===== src/common/note_pkg.sv =====
// Shared definitions for the note detection back end
// Note count, score and threshold widths, threshold defaults, button
// debounce length, serial bit timing and the types passed between the
// input side, the detector bank and the serializer
package note_pkg;

    //////////////////////////////
    // Sizes
    //////////////////////////////
    localparam int NUM_NOTES  = 48;  // Notes tracked by the bank
    localparam int NOTE_SEL_W = 6;   // Wide enough for 0..47
    localparam int CORR_W     = 10;  // Score and threshold width

    // Threshold defaults, one pair shared by every note
    localparam logic [CORR_W-1:0] THRESH_HIGH_DEFAULT = 10'h19A;
    localparam logic [CORR_W-1:0] THRESH_LOW_DEFAULT  = 10'h0FE;
    localparam int                THRESH_STEP         = 2;  // Per press

    localparam int DEBOUNCE_DEFAULT = 650000;  // About 10 ms at 65 MHz
    localparam int BIT_CYCLES       = 8;       // Clocks per serial bit

    //////////////////////////////
    // Types
    //////////////////////////////
    typedef logic [NOTE_SEL_W-1:0] note_idx_t;     // Note number
    typedef logic [CORR_W-1:0]     correlation_t;  // Score or threshold

    // All scores in one vector, note 0 in the lowest slice
    typedef correlation_t [NUM_NOTES-1:0] corr_vec_t;

    typedef logic [NUM_NOTES-1:0] active_vec_t;  // One flag per note

    // Front panel state after synchronizing and debouncing
    typedef struct packed {
        note_idx_t note_sel;    // Note being tuned
        logic      thresh_sel;  // 1 tunes high, 0 tunes low
        logic      inc;         // One cycle pulse per up press
        logic      dec;         // One cycle pulse per down press
    } panel_ctrl_t;

    typedef struct packed {
        correlation_t high;  // Turn on at or above
        correlation_t low;   // Turn off below
    } thresh_pair_t;

    // Serial frame phases
    typedef enum logic {
        SER_SYNC,  // Sync period, data low
        SER_DATA   // One active bit per period
    } ser_state_t;

endpackage


===== src/hdl/button_conditioner.sv =====
// Push button conditioner
// Two flop synchronizer, then a stability counter that only moves the
// clean level after the input has held a new value long enough.
// A rising clean level gives a single cycle press pulse
module button_conditioner #(
    parameter int DEBOUNCE_CYCLES = 650000  // Stable cycles needed
) (
    input  logic clk_65mhz,
    input  logic rst,
    input  logic btn,    // Raw, asynchronous, bouncy
    output logic pulse   // One cycle per debounced press
);

    localparam int CNT_W = (DEBOUNCE_CYCLES > 1) ? $clog2(DEBOUNCE_CYCLES) : 1;

    logic [1:0]       btn_sync;  // [1] is the synchronized level
    logic [CNT_W-1:0] stable_cnt;
    logic             clean;
    logic             clean_q;   // Clean level one cycle back

    always_ff @(posedge clk_65mhz) begin
        if (rst) begin
            btn_sync   <= '0;
            stable_cnt <= '0;
            clean      <= 1'b0;
            clean_q    <= 1'b0;
        end else begin
            btn_sync <= {btn_sync[0], btn};
            clean_q  <= clean;

            // Count consecutive cycles at a level different from clean
            if (btn_sync[1] != clean) begin
                if (stable_cnt == CNT_W'(DEBOUNCE_CYCLES - 1)) begin
                    clean      <= btn_sync[1];  // Held long enough
                    stable_cnt <= '0;
                end else begin
                    stable_cnt <= stable_cnt + 1'b1;
                end
            end else begin
                stable_cnt <= '0;  // Bounced back, start over
            end
        end
    end

    // Press edge only, releases give nothing
    assign pulse = clean & ~clean_q;

endmodule


===== src/hdl/panel_input.sv =====
// Front panel input side
// Conditions the up and down buttons into press pulses and double
// registers the note and threshold select switches, then packs them
// into one control struct for the detector bank
module panel_input
    import note_pkg::*;
#(
    parameter int DEBOUNCE_CYCLES = DEBOUNCE_DEFAULT
) (
    input  logic        clk_65mhz,
    input  logic        rst,
    input  logic        btn_up,         // Raw up button
    input  logic        btn_down,       // Raw down button
    input  note_idx_t   sw_note,        // Raw note select switches
    input  logic        sw_thresh_sel,  // Raw high/low select switch
    output panel_ctrl_t ctrl
);

    logic      up_pulse;
    logic      down_pulse;
    note_idx_t note_meta, note_sync;  // Switch synchronizer stages
    logic      sel_meta, sel_sync;

    //////////////////////////////
    // Buttons
    button_conditioner #(.DEBOUNCE_CYCLES(DEBOUNCE_CYCLES)) i_btn_up (
        .clk_65mhz (clk_65mhz),
        .rst       (rst),
        .btn       (btn_up),
        .pulse     (up_pulse)
    );

    button_conditioner #(.DEBOUNCE_CYCLES(DEBOUNCE_CYCLES)) i_btn_down (
        .clk_65mhz (clk_65mhz),
        .rst       (rst),
        .btn       (btn_down),
        .pulse     (down_pulse)
    );

    //////////////////////////////
    // Switches, seen two cycles after they move
    always_ff @(posedge clk_65mhz) begin
        if (rst) begin
            note_meta <= '0;
            note_sync <= '0;
            sel_meta  <= 1'b0;
            sel_sync  <= 1'b0;
        end else begin
            note_meta <= sw_note;
            note_sync <= note_meta;
            sel_meta  <= sw_thresh_sel;
            sel_sync  <= sel_meta;
        end
    end

    // Out of range notes pass as is, the bank drops them
    assign ctrl = '{note_sel: note_sync, thresh_sel: sel_sync,
                    inc: up_pulse, dec: down_pulse};

endmodule


===== config.mk =====
export PLATFORM = sky130hd
export DESIGN_NAME = panel_input
export DESIGN_NICKNAME = d
export VERILOG_FILES = /design/src/common/note_pkg.sv /design/src/hdl/button_conditioner.sv /design/src/hdl/panel_input.sv
export SDC_FILE = /design/constraint.sdc
export NUM_CORES = 1
export LEC_CHECK = 0
export BUFFER_PORTS_ARGS = -buffer_cell sky130_fd_sc_hd__buf_2
export CORE_MARGIN = 2
export CORE_UTILIZATION = 28
export DETAILED_ROUTE_END_ITERATION = 10
export PLACE_DENSITY = 0.4
export SETUP_SLACK_MARGIN = 0.1
export SLEW_MARGIN = 20
export SYNTH_ARGS = -nofsm -noshare
export SYNTH_HDL_FRONTEND = slang
export SYNTH_SLANG_ARGS = --single-unit

===== constraint.sdc =====
create_clock -name clk_65mhz -period 3.9 [get_ports clk_65mhz]
set_clock_uncertainty 0.2 [all_clocks]
set_input_delay 1.17 -clock clk_65mhz [delete_from_list [all_inputs] [get_ports clk_65mhz]]
set_output_delay 1.17 -clock clk_65mhz [all_outputs]
set_load 0.03 [all_outputs]

# ---- After elaboration in Yosys (flattened, before gate mapping)
# Cells that the tools add are included.
dict set report classes {
  n_reduce_logical 4
  add_sub_neg 2
  n_eq_ne 4
  bitwise 6
}
# cell count
set ops {}
lappend ops {{$add 20x1->20 const B} 2}
lappend ops {{$eq 20x20->1 const B} 2}
lappend ops {{$reduce_or 3->1} 2}
lappend ops {{$not 1->1} 4}
lappend ops {{$reduce_and 2->1} 2}
lappend ops {{$and 1x1->1} 2}
lappend ops {{$ne 1x1->1} 2}
dict set report word_totals {
  in_bits 11
  regBits 62
}

# ---- Longest topological paths before layout
dict set report logic_depth {
  ltp_word 3
  mapped_depth 7
  mapped_depth_nobuf 5
}

# ---- Cells and area by module
# Synthesis repeated with hierarchy kept, for this count alone.
dict set report hier_totals {
  hier_cells 286
  area_unflattened_um2 2722.6
}
# mod area_each_um2 instances cells_each seq_area_each_um2
set modules_own_cells {}
lappend modules_own_cells {button_conditioner 1146.1 2 127 480.5}
lappend modules_own_cells {panel_input 430.4 1 32 280.3}

# ---- Worst setup path after synthesis
# OpenSTA, ideal clock, no wires.
dict set report synth_path {
  path_type {input -> register}
  startpoint {in rst}
  endpoint {reg i_btn_down.btn_sync[0]}
  setup_slack_ns 1.796
  path_buffers 2
  t_arrival_ns 1.776
  cell_stages 3
  setup_time_ns 0.128
  cell_sequence {clkbuf_1 > clkbuf_1 > nor2b_1}
}
# item line
set synth_rtl {}
lappend synth_rtl {{from (decl)} panel_input.sv:11} ;# input logic rst,
lappend synth_rtl {{to (signal assigned)} button_conditioner.sv:28} ;# btn_sync <= {btn_sync[0], btn};
lappend synth_rtl {{to (decl)} button_conditioner.sv:16} ;# logic [1:0] btn_sync;
# No word-level cell between the ends.

==> results_dict.tcl <==
set metrics [dict create \
    ys_seq_area_frac 0.508 \
    syn_to_final_growth_pct 14.8 \
    drt_wl_total_um 4250 \
    finalCritPeriodShare 0.636 \
    synthTopCellsByCount "dfxtp_1 (62), nor2_1 (37), nor2b_1 (24)" \
    finalSetupViolations 0 \
    worstPathRequired_ns 2.53 \
    globalplace.congestion 0.658 \
    antenna_left 0 \
    ys_types 27 \
    syn_avg_cell_area_um2 9.28 \
    cts_setup_buffers 0 \
    floorplan.rows 34 \
    grt_max_degree 25 \
    synth.most_common_cell "dfxtp_1" \
    die_h_um 97.4 \
    synth-edff-count 0 \
    grt_overflow 0 \
    relSlewSlack 0.407 \
    syn-num-nets 276 \
    critPathLaunchType "register" \
    crit_path_end_kind "primary output" \
    core-area_um2 8590 \
    first_pass_iters 4 \
    power.density_nw_per_um2 415 \
    drc 0 \
    start_util 0.284 \
    synth-seq-cells 62 \
    slew_viol_final 0 \
    synth_flop_cell "dfxtp_1" \
    status "finished clean" \
    viasPerCell 4.49 \
    cts_made_buffers 9 \
    first_iter_violations 72 \
    hold_viol 0 \
    num_vias 1764 \
    place.detailed.hpwl_um 2860 \
    synth_top_area_frac 0.508 \
    clk_latency_ns 0.33 \
    reg2regPathDepth 4 \
    grt_first_pass_wirelength_um 7340 \
    arrival_ns 1.11 \
    synthArstFlopShare 0 \
    portBuffers 19 \
    peakVddDrop_mv 0.168 \
    fin_crit_ns 2.48 \
    power.total_mw 1.16 \
    syn_area_um2 2440 \
    clock_sinks 62 \
    path_clk_slew_ns 0.07 \
    grt_pass1_vias 1606 \
    syn-instance-count 263 \
    yosysWarnings 0 \
    yosys.area.top_type "dfxtp_1" \
    clock.fmax_mhz 403 \
    hold_class "reg -> reg" \
    dieWidth_um 97.4 \
    ys_top_cells_by_area "dfxtp_1 (51%), nor2b_1 (6.2%), xnor2_1 (6.1%)" \
    tightestPinTransition_ns 0.889 \
    wl_per_cell_um 10.8 \
    io_pins 20 \
    clk_path_buf_depth 2 \
    htreeDepth 3 \
    maxCapViolCount 0 \
    track_usage 0.0964 \
    p_leak_nw 0.925 \
    antenna_found_initial 0 \
    antenna_cells 0 \
    final.setup.tns_ns 0 \
    cts_tree "yes" \
    crit_fanout 3 \
    fin_nets 293 \
    die_area_um2 9480 \
    cts_resized 0 \
    critPathKind "reg -> out" \
    hold_buffers 0 \
    holdPathStages 1 \
    cts-root-buf "clkbuf_8" \
    drive_above_1_share 0.147 \
    rsz0062_at_grt "no" \
]
## area by class of cell
cell class	instances	area [um^2]
clock buffer	9	124
clock inverter	7	50.0
fill	921	5790
inverter	6	22.5
multi-input combinational	181	1130
sequential	62	1240
tap	108	135
timing repair buffer	20	103
## cell families after synthesis
group	synth area share
AND/OR/NAND/NOR	0.288
buffers and inverters	0.0359
flip-flops	0.508
AO/OA/AOI/OAI	0.0477
XOR/XNOR	0.100
adder cells (fa/ha/maj)	0.0102
multiplexers	0.00923
## final timing paths
check,from,endpoint,slack [ns]
hold reg to reg,note_meta[5],note_sync[5],0.24
setup / recovery,i_btn_down.clean,ctrl[0],1.42
hold / removal,note_meta[5],note_sync[5],0.24
setup reg to reg,i_btn_up.stable_cnt[8],i_btn_up.stable_cnt[5],1.60
## metal layers
metal | part of all wire | vias up | GRT usage
met5 | 0 | - | 0
li1 | - | 925 | -
met3 | 0.033 | 10 | 0.0245
met2 | 0.42 | 26 | 0.130
met1 | 0.52 | 803 | 0.133
met4 | 0.029 | 0 | 0.0673
## flip-flops by register name, summed over array words and instances (netlist names), 2 cells and up
name and count:
note_meta 6, i_btn_down.stable_cnt 20, note_sync 6, i_btn_down.btn_sync 2
i_btn_up.btn_sync 2, i_btn_up.stable_cnt 20
## cell usage in the layout, fill, tap and decap left out, types with 4 or more instances in the layout
cell / netlist / routed
dfxtp_1: 62 / 62
xor2_1: 11 / 11
nor2b_1: 24 / 24
or4_1: 4 / 4
clkbuf_8: 0 / 9
nand3_1: 11 / 11
xnor2_1: 17 / 17
nor2_1: 37 / 37
o21ai_0: 11 / 10
nand4_1: 11 / 11
nor3_1: 5 / 5
inv_1: 6 / 6
buf_2: 1 / 19
and4_1: 6 / 6
nand2_1: 9 / 9
a21oi_1: 9 / 9
or3_1: 10 / 10
## through the flow
step	hold slack [ns]	utilization	cells	setup WS [ns]	cell area (um^2)
final	0.237	0.326	393	1.42	2800
after global routing	0.254	0.326	393	1.32	2800
after CTS	0.240	0.326	393	1.35	2800
after detailed placement	0.220	0.306	377	1.49	2630
after global placement	0.218	0.306	377	1.51	2630
after floorplan	0.214	-	263	1.80	2440
## report_power, final
| group | switching [mW] | total (mW) | leakage [nW] | internal, mW |
|---|---|---|---|---|
| clock network | 0.258 | 0.489 | 0.0816 | 0.231 |
| registers | 0.00245 | 0.644 | 0.503 | 0.642 |
| logic | 0.0169 | 0.0287 | 0.340 | 0.0117 |
| total | 0.278 | 1.16 | 0.925 | 0.884 |
## critical path, stage by stage (launching register included)
cell and delay, ns:
dfxtp_1 0.35, nor2b_1 0.20, buf_2 0.23
(Power assumes the default switching activity.)
