`config.mk`:
```
export PLATFORM = sky130hd
export DESIGN_NAME = note_serializer
export DESIGN_NICKNAME = d
export VERILOG_FILES = /design/src/common/note_pkg.sv /design/src/hdl/note_serializer.sv
export SDC_FILE = /design/constraint.sdc
export NUM_CORES = 1
export LEC_CHECK = 0
export CAP_MARGIN = 15
export CORE_MARGIN = 1.5
export CORE_UTILIZATION = 55
export CTS_CLUSTER_SIZE = 24
export DETAILED_ROUTE_END_ITERATION = 12
export DONT_BUFFER_PORTS = 1
export PLACE_DENSITY = 0.7
export SLEW_MARGIN = 20
export SYNTH_ARGS = -nofsm -noshare
export SYNTH_HDL_FRONTEND = slang
export SYNTH_SLANG_ARGS = --single-unit
```
`constraint.sdc`:
```
create_clock -name clk_65mhz -period 2.1 [get_ports clk_65mhz]
set_input_delay 0 -clock clk_65mhz [delete_from_list [all_inputs] [get_ports clk_65mhz]]
set_output_delay 0 -clock clk_65mhz [all_outputs]
set_load 0.02 [all_outputs]
```
`src/common/note_pkg.sv`:
```
// Shared definitions for the note detection back end
// Note count, score and threshold widths, threshold defaults, button
// debounce length, serial bit timing and the types passed between the
// input side, the detector bank and the serializer
package note_pkg;

    //////////////////////////////
    // Sizes
    //////////////////////////////
    localparam int NUM_NOTES  = 48;  // Notes tracked by the bank
    localparam int NOTE_SEL_W = 6;   // Wide enough for 0..47
    localparam int CORR_W     = 10;  // Score and threshold width

    // Threshold defaults, one pair shared by every note
    localparam logic [CORR_W-1:0] THRESH_HIGH_DEFAULT = 10'h19A;
    localparam logic [CORR_W-1:0] THRESH_LOW_DEFAULT  = 10'h0FE;
    localparam int                THRESH_STEP         = 2;  // Per press

    localparam int DEBOUNCE_DEFAULT = 650000;  // About 10 ms at 65 MHz
    localparam int BIT_CYCLES       = 8;       // Clocks per serial bit

    //////////////////////////////
    // Types
    //////////////////////////////
    typedef logic [NOTE_SEL_W-1:0] note_idx_t;     // Note number
    typedef logic [CORR_W-1:0]     correlation_t;  // Score or threshold

    // All scores in one vector, note 0 in the lowest slice
    typedef correlation_t [NUM_NOTES-1:0] corr_vec_t;

    typedef logic [NUM_NOTES-1:0] active_vec_t;  // One flag per note

    // Front panel state after synchronizing and debouncing
    typedef struct packed {
        note_idx_t note_sel;    // Note being tuned
        logic      thresh_sel;  // 1 tunes high, 0 tunes low
        logic      inc;         // One cycle pulse per up press
        logic      dec;         // One cycle pulse per down press
    } panel_ctrl_t;

    typedef struct packed {
        correlation_t high;  // Turn on at or above
        correlation_t low;   // Turn off below
    } thresh_pair_t;

    // Serial frame phases
    typedef enum logic {
        SER_SYNC,  // Sync period, data low
        SER_DATA   // One active bit per period
    } ser_state_t;

endpackage

```
`src/hdl/note_serializer.sv`:
```
// Active note serializer
// Sends the 48 active flags on two pins in back to back frames of 49
// bit periods. Period 0 raises sync with data low, periods 1..48 carry
// notes 0..47 with sync low. The vector is captured as the frame starts
// so one frame never mixes two detector states
module note_serializer
    import note_pkg::*;
(
    input  logic        clk_65mhz,
    input  logic        rst,
    input  active_vec_t active,            // Live detector flags
    output logic        note_serial_sync,
    output logic        note_serial_data
);

    localparam int CYC_W = (BIT_CYCLES > 1) ? $clog2(BIT_CYCLES) : 1;

    ser_state_t  state;
    logic [CYC_W-1:0] cyc_cnt;  // Clocks within a bit period
    note_idx_t   bit_cnt;       // Data period index, 0..47
    active_vec_t snap;          // Shifts out LSB first
    logic        period_end;

    assign period_end = (cyc_cnt == CYC_W'(BIT_CYCLES - 1));

    //////////////////////////////
    // Frame FSM
    always_ff @(posedge clk_65mhz) begin
        if (rst) begin
            state   <= SER_SYNC;  // Frame starts right after reset
            cyc_cnt <= '0;
            bit_cnt <= '0;
            snap    <= '0;        // Flags are all clear in reset
        end else if (period_end) begin
            cyc_cnt <= '0;
            case (state)
                SER_SYNC: begin
                    state   <= SER_DATA;
                    bit_cnt <= '0;
                end
                SER_DATA: begin
                    if (bit_cnt == note_idx_t'(NUM_NOTES - 1)) begin
                        state <= SER_SYNC;
                        snap  <= active;  // Capture for the next frame
                    end else begin
                        bit_cnt <= bit_cnt + 1'b1;
                        snap    <= snap >> 1;  // Next note to bit 0
                    end
                end
                default: state <= SER_SYNC;
            endcase
        end else begin
            cyc_cnt <= cyc_cnt + 1'b1;
        end
    end

    // Pins follow the state directly
    assign note_serial_sync = (state == SER_SYNC);
    assign note_serial_data = (state == SER_DATA) & snap[0];

endmodule

```
-- Word level (Yosys, flattened, before mapping)
Index checks and enable logic that the tools add are counted.
- register bits after elaboration: 58
- bits in latches: 0
- memory bits (writable): 0
- ROM bits: 0
- input port bits: 50
- output and inout port bits: 2
- word-level logic and storage cells: 19
- memories: 0
- add/sub/neg operators: 2
- multipliers: 0
- divide/modulo/power cells: 0
- order comparisons: 0
- equality and inequality tests: 3
- shift operators: 0
- muxes and demuxes: 5
- bitwise gates (word level): 2
- reduce and logical (&&, ||, !) cells: 3
- operator list (kind ; number):
    48-bit two-way mux ; 1
    6-bit one-hot mux with 2 select lines ; 1
    6-bit by 1-bit adder with 6-bit output (second input constant) ; 1
    6-bit == test (second input constant) ; 1
    6-bit two-way mux ; 1
    2-bit AND reduction ; 2
    3-bit by 1-bit adder with 3-bit output (second input constant) ; 1
    3-bit == test (second input constant) ; 1
    2-bit != test (second input constant) ; 1
    1-bit one-hot mux with 2 select lines ; 1
    2-bit OR reduction ; 1
    1-bit bitwise AND ; 1
    1-bit two-way mux ; 1
    1-bit inverter ; 1

-- Depth between registers and ports, before layout
- word-level depth: 3
- depth in mapped cells: 7
- mapped depth without buffers: 5

-- Worst setup path before layout
OpenSTA, ideal clock, no wires.
- path kind: flip-flop to flip-flop
- start: register cyc_cnt[0]
- end: register snap[0]
- library setup time: 0.091 ns
- arrival: 1.493 ns
- required time: 2.009 ns
- path slack: 0.516 ns
- stages on the path, launching flop included: 8
- path buffers: 3
- period minus slack after synthesis: 1.584 ns
- cell sequence: dfxtp_1 > ha_1 > ha_1 > and2_1 > buf_4 > buf_2 > buf_2 > a311oi_1
- word-level cells in the longest chain between the ends: 2
- ends and longest elaborated chain (what ; RTL line ; RTL):
    start, declared ; note_serializer.sv:19 ; logic [CYC_W-1:0] cyc_cnt;
    start signal, assigned ; note_serializer.sv:53 ; cyc_cnt <= cyc_cnt + 1'b1;
    3-bit == test ; note_serializer.sv:24 ; assign period_end = (cyc_cnt == CYC_W'(BIT_CYCLES - 1));
    2-bit AND reduction (no source line) ; -- ;
    end signal, assigned ; note_serializer.sv:44 ; snap <= active;
    end signal, assigned ; note_serializer.sv:47 ; snap <= snap >> 1;
    end, declared ; note_serializer.sv:21 ; active_vec_t snap;
No other way between the ends.
A chain may end at the register's enable or synchronous reset.

-- Final worst setup path
- start: register bit_cnt[0]
- end: register snap[26]
- word-level cells in the longest chain between the ends: 2
- ends and longest elaborated chain (what ; RTL line ; RTL):
    start, declared ; note_serializer.sv:20 ; note_idx_t bit_cnt;
    start signal, assigned ; note_serializer.sv:46 ; bit_cnt <= bit_cnt + 1'b1;
    6-bit == test ; note_serializer.sv:42 ; if (bit_cnt == note_idx_t'(NUM_NOTES - 1)) begin
    48-bit two-way mux ; note_serializer.sv:42 ;
No other way between the ends.

==> summary.md <==
| Metric | Value |
|---|---|
| Reg area | 1162 um^2 |
| Residual overflow from global routing | 0 |
| Max Buffers Root-to-Sink | 2 |
| Post-placement setup slack | 0.2293 ns |
| Async set-reset flop share out of synthesis | 0% |
| Total of flip-flops plus latches after synthesis | 58 |
| Mean Syn Cell Area | 8.262 um^2 |
| Worst vdd ir | 0.0004833 V |
| Initial core utilization | 57.49% |
| Area share of the leading cell type in the synthesized netlist | 42.20% |
| Area growth from synthesis to layout | 26.47% |
| Antenna viol nets, final | 0 |
| Hold violation count in the final report | 0 |
| Number of enable flip-flop cells after synthesis | 0 |
| Number of clock buffers inserted by TritonCTS | 9 |
| Maximum number of pins on one net before global-route repair | 59 |
| Gr usage total | 27.02% |
| Die outline width | 73.73 um |
| Largest incremental delay on the critical path | 0.52 ns |
| Adder and majority cell fraction of the synthesized area | 1.364% |
| Final cell area excluding filler cells | 3480 um^2 |
| Wire length of the first global-routing pass | 11470 um |
| Arr. time, crit path | 2.17 ns |
| Slew Viols, Final | 0 |
| RSZ-0062 raised after global routing | no |
| CP delay by family, top | simple AND/OR/NAND/NOR gates |
| Most frequent cell after synthesis | sky130_fd_sc_hd__dfxtp_1 |
| Number of different library cells in the post-synthesis netlist | 32 |
| Core occupancy in the finished layout | 72.71% |
| Fraction of final layout cells with drive strength greater than 1 | 8.919% |
| Clk_lat worst skew | 0.34 ns |
| Met1 usage in global routing | 38.02% |
| Combinational share of power | 5.0% |
| Drc violations | 0 |
| Met2 GRT Util | 40.54% |
| Cells after DPL | 371 |
| Synth area leaders | sky130_fd_sc_hd__dfxtp_1 42%, sky130_fd_sc_hd__a311oi_1 15%, sky130_fd_sc_hd__nand3_1 9.1% |
| Crit end category | flop |
| Total wirelength of the detailed-routed design | 6870 um |
| Share of the synthesized netlist area taken by xor and xnor gates | 0% |
| Mean routed wirelength per cell | 15.72 um |
| Number of antenna violations at the first check in global routing | 0 |
| Core area | 4786 um^2 |
| Post-Synth Simple-Gate Area | 20.55% |
| Top cell type by total area after synthesis | sky130_fd_sc_hd__dfxtp_1 |
| Site row count | 25 |
| Number of H-tree levels | 3 |
| Leak | 0.001015 uW |
| Post-layout worst setup margin | 0.1681 ns |
| Cell Int Power | 1784 uW |
| Type of the most critical hold path | in2reg |
| Violation count after the first detailed-routing iteration | 200 |
| Slew at the pin closest to its max-slew limit | 0.4076 ns |
| Headroom to the max-slew limit | 72.82% |
| List of most frequent post-synthesis cells | 58 x sky130_fd_sc_hd__dfxtp_1, 50 x sky130_fd_sc_hd__nand3_1, 48 x sky130_fd_sc_hd__a311oi_1, 48 x sky130_fd_sc_hd__nor2_1, 39 x sky130_fd_sc_hd__o21ai_0 |
| Total net switching power | 485.1 uW |
| Instance count of the mapped netlist | 333 |
| Areal power density over the cells | 652.2 nW/um^2 |
| RD Place Congestion | 0.8238 |
| Number of global-route vias before repair | 2389 |
| Placed Instance Area | 2758 um^2 |
| Vias per inst | 6.135 |
| Root buffer selected by CTS | sky130_fd_sc_hd__clkbuf_8 |
| Synthesized netlist net count | 386 |
| # fillers | 359 |
| Sequential share of power | 48.8% |
| Largest fanout of any net on the critical path | 18 |
| Setup-failing EPs final | 0 |
| Fraction of power spent switching nets | 21.37% |
| Gr busiest metal | met2 |
| Portion of the post-synthesis area used by sequential elements | 42.20% |
| Die outline height | 73.73 um |
| Clock sinks | 58 |
| CTS tree | built |
| Required @ worst endpoint | 2.34 ns |
| Antenna diodes | 0 |
| Clock edge transition at the registers on the reported setup and hold paths | 0.07 ns |
| Main combinational cell family by area after synthesis | compound AO/OA/AOI/OAI gates |
| Multi-input combinational cell area | 1360 um^2 |
| Category of the most critical setup path | reg2reg |
| Post-synth top flop | sky130_fd_sc_hd__dfxtp_1 |
| Max cap viols | 0 |
| Ordered cell list for the critical path | ha_1, and4b_2, buf_4, nand3_1, a311oi_1 |
| HPWL after detailed placement | 3801 um |
| Period utilization | 91.99% |
| Period minus WS final | 1.932 ns |
| Post-Route Skew | 0.01083 ns |
| IO Port Bufs | 0 |
| Startpoint Class | flop |
| Number of detailed-route iterations in the first pass | 4 |
| Final non-filler cell total | 437 |
| Crit path max-delay cell type | sky130_fd_sc_hd__and4b_2 |
| Share of synthesized area spent on multiplexers | 0.3638% |
| Fraction of power consumed by the clock network | 46.3% |
| Warning count from the yosys run | 0 |
| Total negative slack | 0 ns |
| Crit path buf inv count | 1 |
| Die ar. | 5436 um^2 |
| Via count of the routed design | 2681 |
| I/O pins | 52 |
| Max frequency | 517.6 MHz |
| Compound-Gate Fraction of Synth Area | 27.06% |
| Area of the mapped netlist | 2751 um^2 |
| Status | complete, no violations |
| Final layout net count | 418 |
| GR Layer Usage met3 | 4.938% |
## layer usage
metal / vias to the layer above / routed length, um
met3: 9 / 361
met1: 1275 / 3194
met5: - / 0
li1: 1318 / -
met2: 79 / 3225
met4: 0 / 89
## power by group through the flow
stage / combinational [uW] / clock (uW) / sequential, uW
CTS: 112 / 1060 / 1110
finish: 113 / 1050 / 1110
global route: 122 / 1110 / 1110
detailed placement: 12.2 / 0 / 1130
floorplan: 23.6 / 0 / 1130
global placement: 11.4 / 0 / 1130
## path summary, 6_finish.rpt
| kind | startpoint | endpoint | slack [ns] | cells after the start |
|---|---|---|---|---|
| hold reg to reg | cyc_cnt[0] | cyc_cnt[0] | 0.43 | 1 |
| setup reg to reg | bit_cnt[0] | snap[26] | 0.17 | 5 |
| hold / removal | active[36] | snap[36] | 0.41 | 3 |
| setup / recovery | bit_cnt[0] | snap[26] | 0.17 | 5 |
## cell type report
class | instances | share of cell area (%)
sequential | 58 | 33.41
clock buffer | 11 | 4.351
inverter | 3 | 0.3236
multi-input combinational | 231 | 39.09
tap | 67 | 2.409
clock inverter | 5 | 1.510
timing repair buffer | 62 | 18.91
## registers in the layout (all words and copies together), names as in the netlist
register	count
bit_cnt	6
cyc_cnt	3
state	1
snap	48
## through the flow
step | total power (uW) | hold slack [ns]
after floorplan | 1155 | 0.1684
after detailed placement | 1144 | 0.07658
final | 2269 | 0.4056
after global placement | 1143 | 0.07696
after global routing | 2342 | 0.4033
after CTS | 2279 | 0.3914
## cells in the final DEF, fill, tap and decap left out, drive strengths merged
master and instances:
and2 2, o2111ai 1, inv 3, bufinv 1, clkbuf 11, a211o 1, nand2b 3, o211ai 1
or3b 1, mux2i 1, clkinv 3, a311oi 48, clkinvlp 1, nor3b 3, nor3 2, nor2 48
a21o 1, a31oi 3, o21ai 47, and4b 1, ha 3, or4 1, nand3 50, a211oi 2
a21oi 3, nand4 4, buf 13, dlygate4sd3 49, nand4b 1, dfxtp 58, o31ai 1, nand2 3
## worst min-delay path, delay by kind of cell
kind / cells / cell delay (ns)
buf+inv: 1 / 0.54
simple gates: 1 / 0.08
compound gates: 1 / 0.08
## cells by family (layout without fill, tap and decap cells)
| group | count (synthesis) | in the layout |
|---|---|---|
| DFF | 58 | 58 |
| buffers and inverters | 44 | 81 |
| muxes | 1 | 1 |
| AOI/OAI and AO/OA | 108 | 108 |
| and+or+nand+nor | 119 | 119 |
| adders and majority gates | 3 | 3 |
## repair_timing
item,in CTS,in global routing
gates resized for setup,0,0
endpoints found under the hold margin,58,0
hold buffers,50,0
setup buffers,0,0
No activity file was read; power rests on OpenSTA's default activity.
